$ cat src/pad_pkg.sv
// Host-side gamepad and mouse types shared by the controller port logic
package pad_pkg;

	// ==================================================================
	// Host gamepad word
	// ==================================================================

	localparam int NUM_PADS = 5;   // Host pads behind the multitap
	localparam int PAD_W    = 12;

	// Button bit positions within pad_bits_t
	localparam int BTN_RIGHT  = 0;
	localparam int BTN_LEFT   = 1;
	localparam int BTN_DOWN   = 2;
	localparam int BTN_UP     = 3;
	localparam int BTN_I      = 4;
	localparam int BTN_II     = 5;
	localparam int BTN_SELECT = 6;
	localparam int BTN_RUN    = 7;
	localparam int BTN_III    = 8;  // Six-button extras from here up
	localparam int BTN_IV     = 9;
	localparam int BTN_V      = 10;
	localparam int BTN_VI     = 11;

	typedef logic [PAD_W-1:0] pad_bits_t;  // Active-high, one bit per button

	// Run-time options from the host menu
	typedef struct packed {
		logic joy_swap;  // Exchange pads 0 and 1
		logic turbotap;  // Five-port multitap
		logic buttons6;  // Six-button pads
		logic mouse_en;  // Mouse replaces pad on port 0
	} pad_cfg_t;

	// ==================================================================
	// Host mouse
	// ==================================================================

	localparam int MOUSE_D_W = 8;

	typedef struct packed {
		logic                 strobe;  // One-cycle pulse, deltas valid
		logic [MOUSE_D_W-1:0] dx;
		logic [MOUSE_D_W-1:0] dy;
		logic                 btn_l;
		logic                 btn_r;
	} mouse_evt_t;

endpackage

$ cat src/port_pkg.sv
// Console-side controller port protocol types and constants
package port_pkg;

	// ==================================================================
	// Port lines and data word
	// ==================================================================

	localparam int NIBBLE_W    = 4;
	localparam int NUM_NIBBLES = 4;  // Nibbles per port word

	// Select and clear as driven by the console
	typedef struct packed {
		logic clr;
		logic sel;
	} port_ctrl_t;

	// Active-low port word, indexed by nibble
	// Nibble 0 and 1 are the base pad, 2 and 3 the six-button extras
	typedef logic [NUM_NIBBLES-1:0][NIBBLE_W-1:0] port_word_t;

	typedef logic [2:0] port_idx_t;    // Multitap port 0 to 7
	typedef logic [1:0] mouse_phase_t; // Which delta nibble is shown

	// Ports 5 to 7 answer with no pad attached
	localparam port_word_t IDLE_WORD = 16'h0FFF;

	// ==================================================================
	// Mouse resync
	// ==================================================================

	// Counter saturates after 32767 cycles with clear low
	localparam int MOUSE_TIMEOUT_W = 15;

endpackage

$ cat src/pad_decode.sv
// Pad remap and port multiplexer, host buttons to console active-low words
`timescale 1ns/1ps

module pad_decode
	import pad_pkg::*;
	import port_pkg::*;
(
	input  pad_bits_t           pads [NUM_PADS],
	input  pad_cfg_t            cfg,
	input  port_idx_t           port_idx,
	input  logic [NIBBLE_W-1:0] mouse_nibble,  // Delta nibble from tracker
	input  logic [1:0]          mouse_btn,     // {left, right}
	output port_word_t          port_word
);

	// ==================================================================
	// Remap
	// ==================================================================

	// Host pad bits to the console's nibble layout, then inverted
	function automatic port_word_t remap(pad_bits_t p);
		port_word_t w;
		w[0] = {p[BTN_RUN], p[BTN_SELECT], p[BTN_II], p[BTN_I]};
		w[1] = {p[BTN_LEFT], p[BTN_DOWN], p[BTN_RIGHT], p[BTN_UP]};
		w[2] = {p[BTN_VI], p[BTN_V], p[BTN_IV], p[BTN_III]};
		w[3] = '1;  // Six-button signature reads as zero
		return ~w;
	endfunction

	pad_bits_t pad_0;  // After swap
	pad_bits_t pad_1;

	logic [2*NIBBLE_W-1:0] mouse_byte;

	always_comb begin
		pad_0 = cfg.joy_swap ? pads[1] : pads[0];
		pad_1 = cfg.joy_swap ? pads[0] : pads[1];
	end

	// Mouse buttons share the low nibble with run and select of pad 0
	always_comb begin
		mouse_byte[NIBBLE_W-1:0] = ~{pad_0[BTN_RUN], pad_0[BTN_SELECT], mouse_btn};
		mouse_byte[2*NIBBLE_W-1:NIBBLE_W] = mouse_nibble;
	end

	// ==================================================================
	// Port select
	// ==================================================================

	always_comb begin
		case (port_idx)
			3'd0: begin
				if (cfg.mouse_en) begin
					port_word = {mouse_byte, mouse_byte};
				end else begin
					port_word = remap(pad_0);
				end
			end
			3'd1: port_word = remap(pad_1);
			3'd2: port_word = remap(pads[2]);
			3'd3: port_word = remap(pads[3]);
			3'd4: port_word = remap(pads[4]);
			default: port_word = IDLE_WORD;  // Empty multitap ports
		endcase
	end

endmodule

$ cat src/mouse_tracker.sv
// Mouse delta capture and nibble sequencing over console clear cycles
`timescale 1ns/1ps

module mouse_tracker
	import pad_pkg::*;
	import port_pkg::*;
(
	input  logic                clk_sys,
	input  logic                rst_n,
	input  mouse_evt_t          mouse,
	input  port_ctrl_t          ctrl,
	output logic [NIBBLE_W-1:0] mouse_nibble
);

	logic clr_q;
	logic clr_rise;

	mouse_phase_t               phase;
	logic [MOUSE_TIMEOUT_W-1:0] timeout_cnt;
	logic                       timeout_hit;

	logic [MOUSE_D_W-1:0] stage_x;  // Collected since last readout
	logic [MOUSE_D_W-1:0] stage_y;
	logic [MOUSE_D_W-1:0] shown_x;  // Being read by the console
	logic [MOUSE_D_W-1:0] shown_y;

	assign clr_rise    = ctrl.clr & ~clr_q;
	assign timeout_hit = &timeout_cnt;

	// ==================================================================
	// Phase, timeout and delta registers
	// ==================================================================

	always_ff @(posedge clk_sys) begin
		if (!rst_n) begin
			clr_q       <= 1'b0;
			phase       <= 2'd3;
			timeout_cnt <= '0;
			stage_x     <= '0;
			stage_y     <= '0;
			shown_x     <= '0;
			shown_y     <= '0;
		end else begin
			clr_q <= ctrl.clr;

			// Console idle too long, restart at x high nibble
			if (ctrl.clr) begin
				timeout_cnt <= '0;
			end else if (!timeout_hit) begin
				timeout_cnt <= timeout_cnt + 1'b1;
			end
			if (timeout_hit) phase <= 2'd3;

			if (clr_rise) begin
				phase <= phase + 1'b1;
				if (&phase) begin  // New readout begins
					shown_x <= stage_x;
					shown_y <= stage_y;
					stage_x <= '0;
					stage_y <= '0;
				end
			end

			// X axis runs the other way on the console
			if (mouse.strobe) begin
				stage_x <= 8'd0 - mouse.dx;
				stage_y <= mouse.dy;
			end
		end
	end

	always_comb begin
		case (phase)
			2'd0: mouse_nibble = shown_x[7:4];
			2'd1: mouse_nibble = shown_x[3:0];
			2'd2: mouse_nibble = shown_y[7:4];
			default: mouse_nibble = shown_y[3:0];
		endcase
	end

	// Saturated timeout resyncs the phase unless a clear edge takes over
	a_timeout_resync: assert property (
		@(posedge clk_sys) disable iff (!rst_n)
		(timeout_hit && !ctrl.clr) |=> (phase == 2'd3)
	) else $error("mouse phase not resynced after timeout");

endmodule

$ cat src/port_sequencer.sv
// Console port sequencer, follows select and clear and latches the nibble
`timescale 1ns/1ps

module port_sequencer
	import pad_pkg::*;
	import port_pkg::*;
(
	input  logic                clk_sys,
	input  logic                rst_n,
	input  port_ctrl_t          ctrl,
	input  pad_cfg_t            cfg,
	input  port_word_t          port_word,
	output port_idx_t           port_idx,
	output logic [NIBBLE_W-1:0] joy_in
);

	logic sel_q;  // Previous line levels
	logic clr_q;
	logic sel_rise;
	logic clr_rise;

	logic high_buttons;  // Six-button phase, extras on nibbles 2 and 3

	logic [NIBBLE_W-1:0] joy_latch;

	assign sel_rise = ctrl.sel & ~sel_q;
	assign clr_rise = ctrl.clr & ~clr_q;

	// ==================================================================
	// Port index, phase and output latch
	// ==================================================================

	always_ff @(posedge clk_sys) begin
		if (!rst_n) begin
			sel_q        <= 1'b0;
			clr_q        <= 1'b0;
			high_buttons <= 1'b0;
			port_idx     <= '0;
			joy_latch    <= '0;
		end else begin
			sel_q <= ctrl.sel;
			clr_q <= ctrl.clr;

			// Nibble from the word of the port held before this edge
			joy_latch <= port_word[{high_buttons, ctrl.sel}];

			if (ctrl.clr) begin
				port_idx  <= '0;
				joy_latch <= '0;
				// Alternate clear cycles show the extra buttons
				if (clr_rise) high_buttons <= ~high_buttons & cfg.buttons6;
			end else if (sel_rise && cfg.turbotap) begin
				port_idx <= port_idx + 1'b1;  // Next multitap port
			end
		end
	end

	assign joy_in = joy_latch;

	// ==================================================================
	// Checks
	// ==================================================================

	// Clear held at an edge always reads back as zero
	a_clear_zero: assert property (
		@(posedge clk_sys) disable iff (!rst_n)
		ctrl.clr |=> (joy_in == '0)
	) else $error("joy_in not zero after clear");

	// Decoded word from pad_decode stays known once out of reset
	a_word_known: assert property (
		@(posedge clk_sys) disable iff (!rst_n)
		!$isunknown(port_word)
	) else $error("port_word unknown");

endmodule

$ cat src/pce_pad_top.sv
// Controller port top level, host pads and mouse to the console port nibble
`timescale 1ns/1ps

module pce_pad_top
	import pad_pkg::*;
	import port_pkg::*;
(
	input  logic                clk_sys,
	input  logic                rst_n,
	input  pad_bits_t           pads [NUM_PADS],
	input  pad_cfg_t            cfg,
	input  mouse_evt_t          mouse,
	input  port_ctrl_t          ctrl,
	output logic [NIBBLE_W-1:0] joy_in
);

	port_idx_t           port_idx;
	port_word_t          port_word;
	logic [NIBBLE_W-1:0] mouse_nibble;

	// ==================================================================
	// Decode, mouse tracking and port sequencing
	// ==================================================================

	pad_decode i_pad_decode (
		.pads         (pads),
		.cfg          (cfg),
		.port_idx     (port_idx),
		.mouse_nibble (mouse_nibble),
		.mouse_btn    ({mouse.btn_l, mouse.btn_r}),
		.port_word    (port_word)
	);

	mouse_tracker i_mouse_tracker (
		.clk_sys      (clk_sys),
		.rst_n        (rst_n),
		.mouse        (mouse),
		.ctrl         (ctrl),
		.mouse_nibble (mouse_nibble)
	);

	port_sequencer i_port_sequencer (
		.clk_sys   (clk_sys),
		.rst_n     (rst_n),
		.ctrl      (ctrl),
		.cfg       (cfg),
		.port_word (port_word),
		.port_idx  (port_idx),
		.joy_in    (joy_in)   // Registered, one cycle
	);

endmodule

$ cat config.mk
export PLATFORM = sky130hd
export DESIGN_NAME = pce_pad_top
export DESIGN_NICKNAME = d
export VERILOG_FILES = /design/src/pad_pkg.sv /design/src/port_pkg.sv /design/src/pad_decode.sv /design/src/mouse_tracker.sv /design/src/port_sequencer.sv /design/src/pce_pad_top.sv
export SDC_FILE = /design/constraint.sdc
export NUM_CORES = 1
export LEC_CHECK = 0
export ABC_AREA = 1
export BUFFER_PORTS_ARGS = -buffer_cell sky130_fd_sc_hd__buf_2
export CORE_ASPECT_RATIO = 1.75
export CORE_MARGIN = 2
export CORE_UTILIZATION = 49
export CTS_CLUSTER_DIAMETER = 50
export DETAILED_ROUTE_END_ITERATION = 12
export PLACE_DENSITY = 0.76
export SYNTH_ARGS = -nofsm -noshare
export SYNTH_HDL_FRONTEND = slang
export SYNTH_HIERARCHICAL = 1
export SYNTH_SLANG_ARGS = --single-unit
$ cat constraint.sdc
create_clock -name clk_sys -period 2.2 [get_ports clk_sys]
set_clock_uncertainty 0.15 [all_clocks]
set_input_delay 0.44 -clock clk_sys [delete_from_list [all_inputs] [get_ports clk_sys]]
set_output_delay 0.44 -clock clk_sys [all_outputs]
set_load 0.01 [all_outputs]
Yosys cells after proc, flatten, opt, wreduce, memory -nomap -nowiden
Index checks and enable logic that the tools add are counted.
- flip-flop bits (word level): 59
- output and inout port bits: 4
- word-level logic and storage cells: 60
- input port bits: 87
- $add $sub $neg: 4
- order comparisons: 1
- eq/ne operators: 6
- bitwise gates (word level): 13
- multiplexer cells: 13
- reduce and logical (&&, ||, !) cells: 12
- operators with widths (cell ; count):
    $not A16 Y16 ; 5
    $pmux W16 S5 ; 1
    $mux W8 ; 4
    $mux W12 ; 2
    $mux W16 ; 1
    $add A15 B1 Y15 const B ; 1
    $reduce_and A15 Y1 ; 1
    $pmux W4 S3 ; 1
    $bmux W4 S2 ; 1
    $sub A1 B8 Y8 const A ; 1
    $eq A3 B2 Y1 const B ; 2
    $reduce_and A2 Y1 ; 3
    $reduce_bool A2 Y1 ; 3
    $mux W2 ; 2
    $mux W4 ; 1
    $not A1 Y1 ; 4
    $not A4 Y4 ; 1
    $add A3 B1 Y3 const B ; 1
    $and A1 B1 Y1 ; 3
    $eq A3 B1 Y1 const B ; 1
    $eq A3 B3 Y1 const B ; 1
    $logic_not A3 Y1 ; 1
    $lt A2 B3 Y1 const B ; 1
    $reduce_and A3 Y1 ; 1
    6 further kinds ; 6

Longest topological paths before layout
- depth after elaboration: 6
- mapped depth: 15
- gate-level depth less buffers: 14

Modules after synthesis
Netlist, hierarchy kept.
- modules (own cells, without submodules) (module ; times used ; area each (um^2) ; cells an instance ; sequential area each (um^2)):
    mouse_tracker ; 1 ; 2383.5 ; 333 ; 1001.0
    pad_decode ; 1 ; 1034.7 ; 244 ; 0.0
    port_sequencer ; 1 ; 534.3 ; 87 ; 200.2

Worst setup path before layout
Ideal clock, no wire load.
- path type: register to register
- from: register i_mouse_tracker.phase[1]
- to: register i_port_sequencer.joy_latch[3], in the netlist i_port_sequencer/joy_in[3]
- cell stages (with the launch flop): 16
- buffers on the path: 1
- arrival: 1.739 ns
- data required time: 1.934 ns
- path slack: 0.195 ns
- setup time: 0.116 ns
- clock period less this slack: 2.005 ns
- path through: dfxtp_1 -> clkbuf_1 -> inv_1 -> ha_1 -> inv_1 -> o22ai_1 -> a21oi_1 -> o21ai_0 -> inv_1 -> nand2_1 -> nand3_1 -> nand3_1 -> inv_1 -> nand2_1 -> nand3_1 -> a21oi_1
- RTL lines (what ; line ; text):
    from (decl) ; mouse_tracker.sv:18 ; mouse_phase_t phase;
    from (signal assigned) ; mouse_tracker.sv:55 ; phase <= phase + 1'b1;
    to (signal assigned) ; port_sequencer.sv:45 ; joy_latch <= port_word[{high_buttons, ctrl.sel}];
    to (decl) ; port_sequencer.sv:24 ; logic [NIBBLE_W-1:0] joy_latch;

==> impl_metrics.toml <==
[synthesis]
yosysMostFrequentCell = "nand2_1"
yosys.area.top_type_share_pct = 30.4
syn_area_sq_um = 3950
async_reset_ff_share_pct = 0
synth_top_cell_by_area = "dfxtp_1"
yosysSeqAreaShare_pct = 30.4
syn_nets = 758
synth_ff_type = "dfxtp_1"
synth_common_cells = "196 x nand2_1, 100 x inv_1, 84 x nor2_1"
synth.area.top_cells = "dfxtp_1 30%, nand2_1 19%, inv_1 9.5%"
avgSynthCellArea_sq_um = 5.95
synth-edff-count = 0
synthCells = 664
synth.ff_latch_count = 60
yosys_warnings = 6
yosys.cell_types.count = 32

[sta]
rsz0062_at_grt = "no"
period_needed_ns = 1.92
layout_setup_ws_ns = 0.280
setup_tns_ns = 0
worst_pin_slew_ns = 0.567
post-route-period-util_pct = 87.3
hold-worst-slack_ns = 0.216
setup_viol = 0
hold_viol = 0
fmax_ghz = 0.521
finalMaxSlewViolations = 0
slew_headroom_pct = 62.0

[min_path]
hold_start = "mouse[6]"
holdPathEnd = "i_mouse_tracker/stage_y[4]"
hold_depth = 3
min_path_type = "in2reg"

[placed_design]
dpl-instance-area_sq_um = 4450
gp_congestion = 0.966
hpwl_um = 8320
port_buffers = 90
post-place-cells = 833
dp_slack_ns = 0.258

[finish]
fin_util_pct = 60.5
area_growth_pct = 20.3
drive_gt1_share_pct = 18.1
n_antenna_cell = 0
fin_area_sq_um = 4750
nets = 848
final_cells = 849
fill_cells = 781

[pwr]
seqPwrFrac_pct = 39.2
swShare_pct = 25.1
vdd_ir_drop_max_mv = 0.635
p_sw_mw = 0.748
p_per_area_nw_per_um2 = 628
power_frac_comb_pct = 15.4
pwr-share-clk_pct = 45.4
p_int_mw = 2.24
power_mw = 2.98
p_leak_nw = 2.44

[setup_path]
r2r-start = "i_port_sequencer/port_idx[1]"
r2r_cells = 10
required_ns = 2.31
arrival_ns = 2.03
r2r_slack_ns = 0.28
startpoint_type = "register"
crit_path_end_kind = "register"
cp_max_fo = 7
crit_start = "i_port_sequencer/port_idx[1]"
worst_r2r_endpoint = "i_port_sequencer/joy_in[1]"
path_class = "reg2reg"

[route]
post_drt_wl_per_cell_um = 12.1
drt_iter0_drc = 103
ant_nets = 0
vias_per_cell = 5.03
vias = 4268
drt_pass1_iterations = 4
routed_wl_um = 10300
drc = 0

[floorplanning]
num_rows = 43
die_h_um = 123
die_area_sq_um = 8830
initial_core_util_pct = 50.3
core_region_area_sq_um = 7860
die_w_um = 71.9
ios = 91

[clock_network]
cts_tree = "yes"
clk_latency_ns = 0.33
clockBufferDepth = 2
cts-buffers-inserted = 9
h-tree-depth = 3
path_clk_slew_ns = 0.05
clock_sinks = 60
clockRootBuffer = "clkbuf_16"

[global_route]
grt_pass1_vias = 3988
grt_max_degree = 25
overflow = 0
antenna_found_initial = 0
grt_pass1_wl_um = 16800
grt_util_all_layers_pct = 24.3

[flow_run]
cap_viol_max_count = 0

[outcome]
outcome = "completed"
-- critical path, cell delays in order (launching register included) --
cell	delay, ns
dfxtp_1	0.43
inv_1	0.11
nor2_1	0.45
nand3_1	0.17
nand2_1	0.12
nor2_1	0.06
nand3_1	0.06
inv_1	0.04
nand2_1	0.05
nand3_1	0.07
a21oi_1	0.14
-- final cells by class --
class                      count  area, sq um  share of cell area [%]
multi-input combinational    478         2220                    46.7
inverter                     106          398                    8.37
clock buffer                  16          302                    6.34
sequential                    60         1200                    25.3
tap                           90          113                    2.37
timing repair buffer          99          518                    10.9
-- power by group through the flow --
stage                     Combinational (mW)  Clock [mW]  Sequential (mW)
after CTS                              0.460        1.38             1.17
after floorplan                        0.303           0             1.18
final                                  0.459        1.36             1.17
after detailed placement               0.456           0             1.19
after global placement                 0.447           0             1.19
after global routing                   0.524        1.44             1.17
-- cell usage in the layout (no fill, tap or decap), drive strengths merged --
| cell type | count |
|---|---|
| nand2 | 201 |
| inv | 105 |
| buf | 99 |
| nor2 | 92 |
| nand3 | 64 |
| dfxtp | 60 |
| a21oi | 53 |
| o21ai | 29 |
| clkbuf | 16 |
| nand3b | 10 |
| ha | 7 |
| nand4 | 5 |
| o22ai | 4 |
| xnor2 | 3 |
| a31oi | 3 |
| or2 | 2 |
| nor3 | 2 |
| o211ai | 2 |
| xor2 | 1 |
| clkinv | 1 |
-- worst max path at each step --
stage,cells after the start,slack [ns],endpoint
after floorplan,15,0.19,i_port_sequencer/joy_in[3]
after global placement,14,0.32,i_port_sequencer/joy_in[1]
after detailed placement,14,0.26,i_port_sequencer/joy_in[0]
after CTS,14,0.23,i_port_sequencer/joy_in[0]
after global routing,14,0.07,i_port_sequencer/joy_in[0]
final,10,0.28,i_port_sequencer/joy_in[1]
-- logic make-up after synthesis --
kind of cell,Yosys count,synth area share (%)
flops,60,30.4
buf+inv,126,13.4
xor+xnor,4,0.887
fa+ha+maj,7,2.22
simple gates,376,41.2
compound gates,91,12.0
-- metal layers --
layer | track usage (%) | vias to the layer above | share of wire, %
met3 | 4.76 | 35 | 4.2
met5 | 0 | - | 0
met4 | 17.2 | 0 | 5.9
li1 | - | 2251 | -
met2 | 45.3 | 117 | 53
met1 | 23.0 | 1865 | 37
-- flip-flops by register name (all words and copies together) (netlist names) --
signal and count:
i_port_sequencer/high_buttons 1, i_mouse_tracker/stage_x 8, i_mouse_tracker/timeout_cnt 15, i_port_sequencer/port_idx 3, i_port_sequencer/sel_q 1, i_mouse_tracker/shown_y 8
i_mouse_tracker/shown_x 8, i_mouse_tracker/phase 2, i_port_sequencer/joy_in 4, i_mouse_tracker/stage_y 8, i_port_sequencer/clr_q 1, i_mouse_tracker/clr_q 1
-- what timing repair did --
item,CTS,global route
setup endpoints to repair,0,1
hold buffers,0,0
setup buffers,0,0
gates resized for setup,0,1
Note: power is estimated with default switching activity, not from simulation.
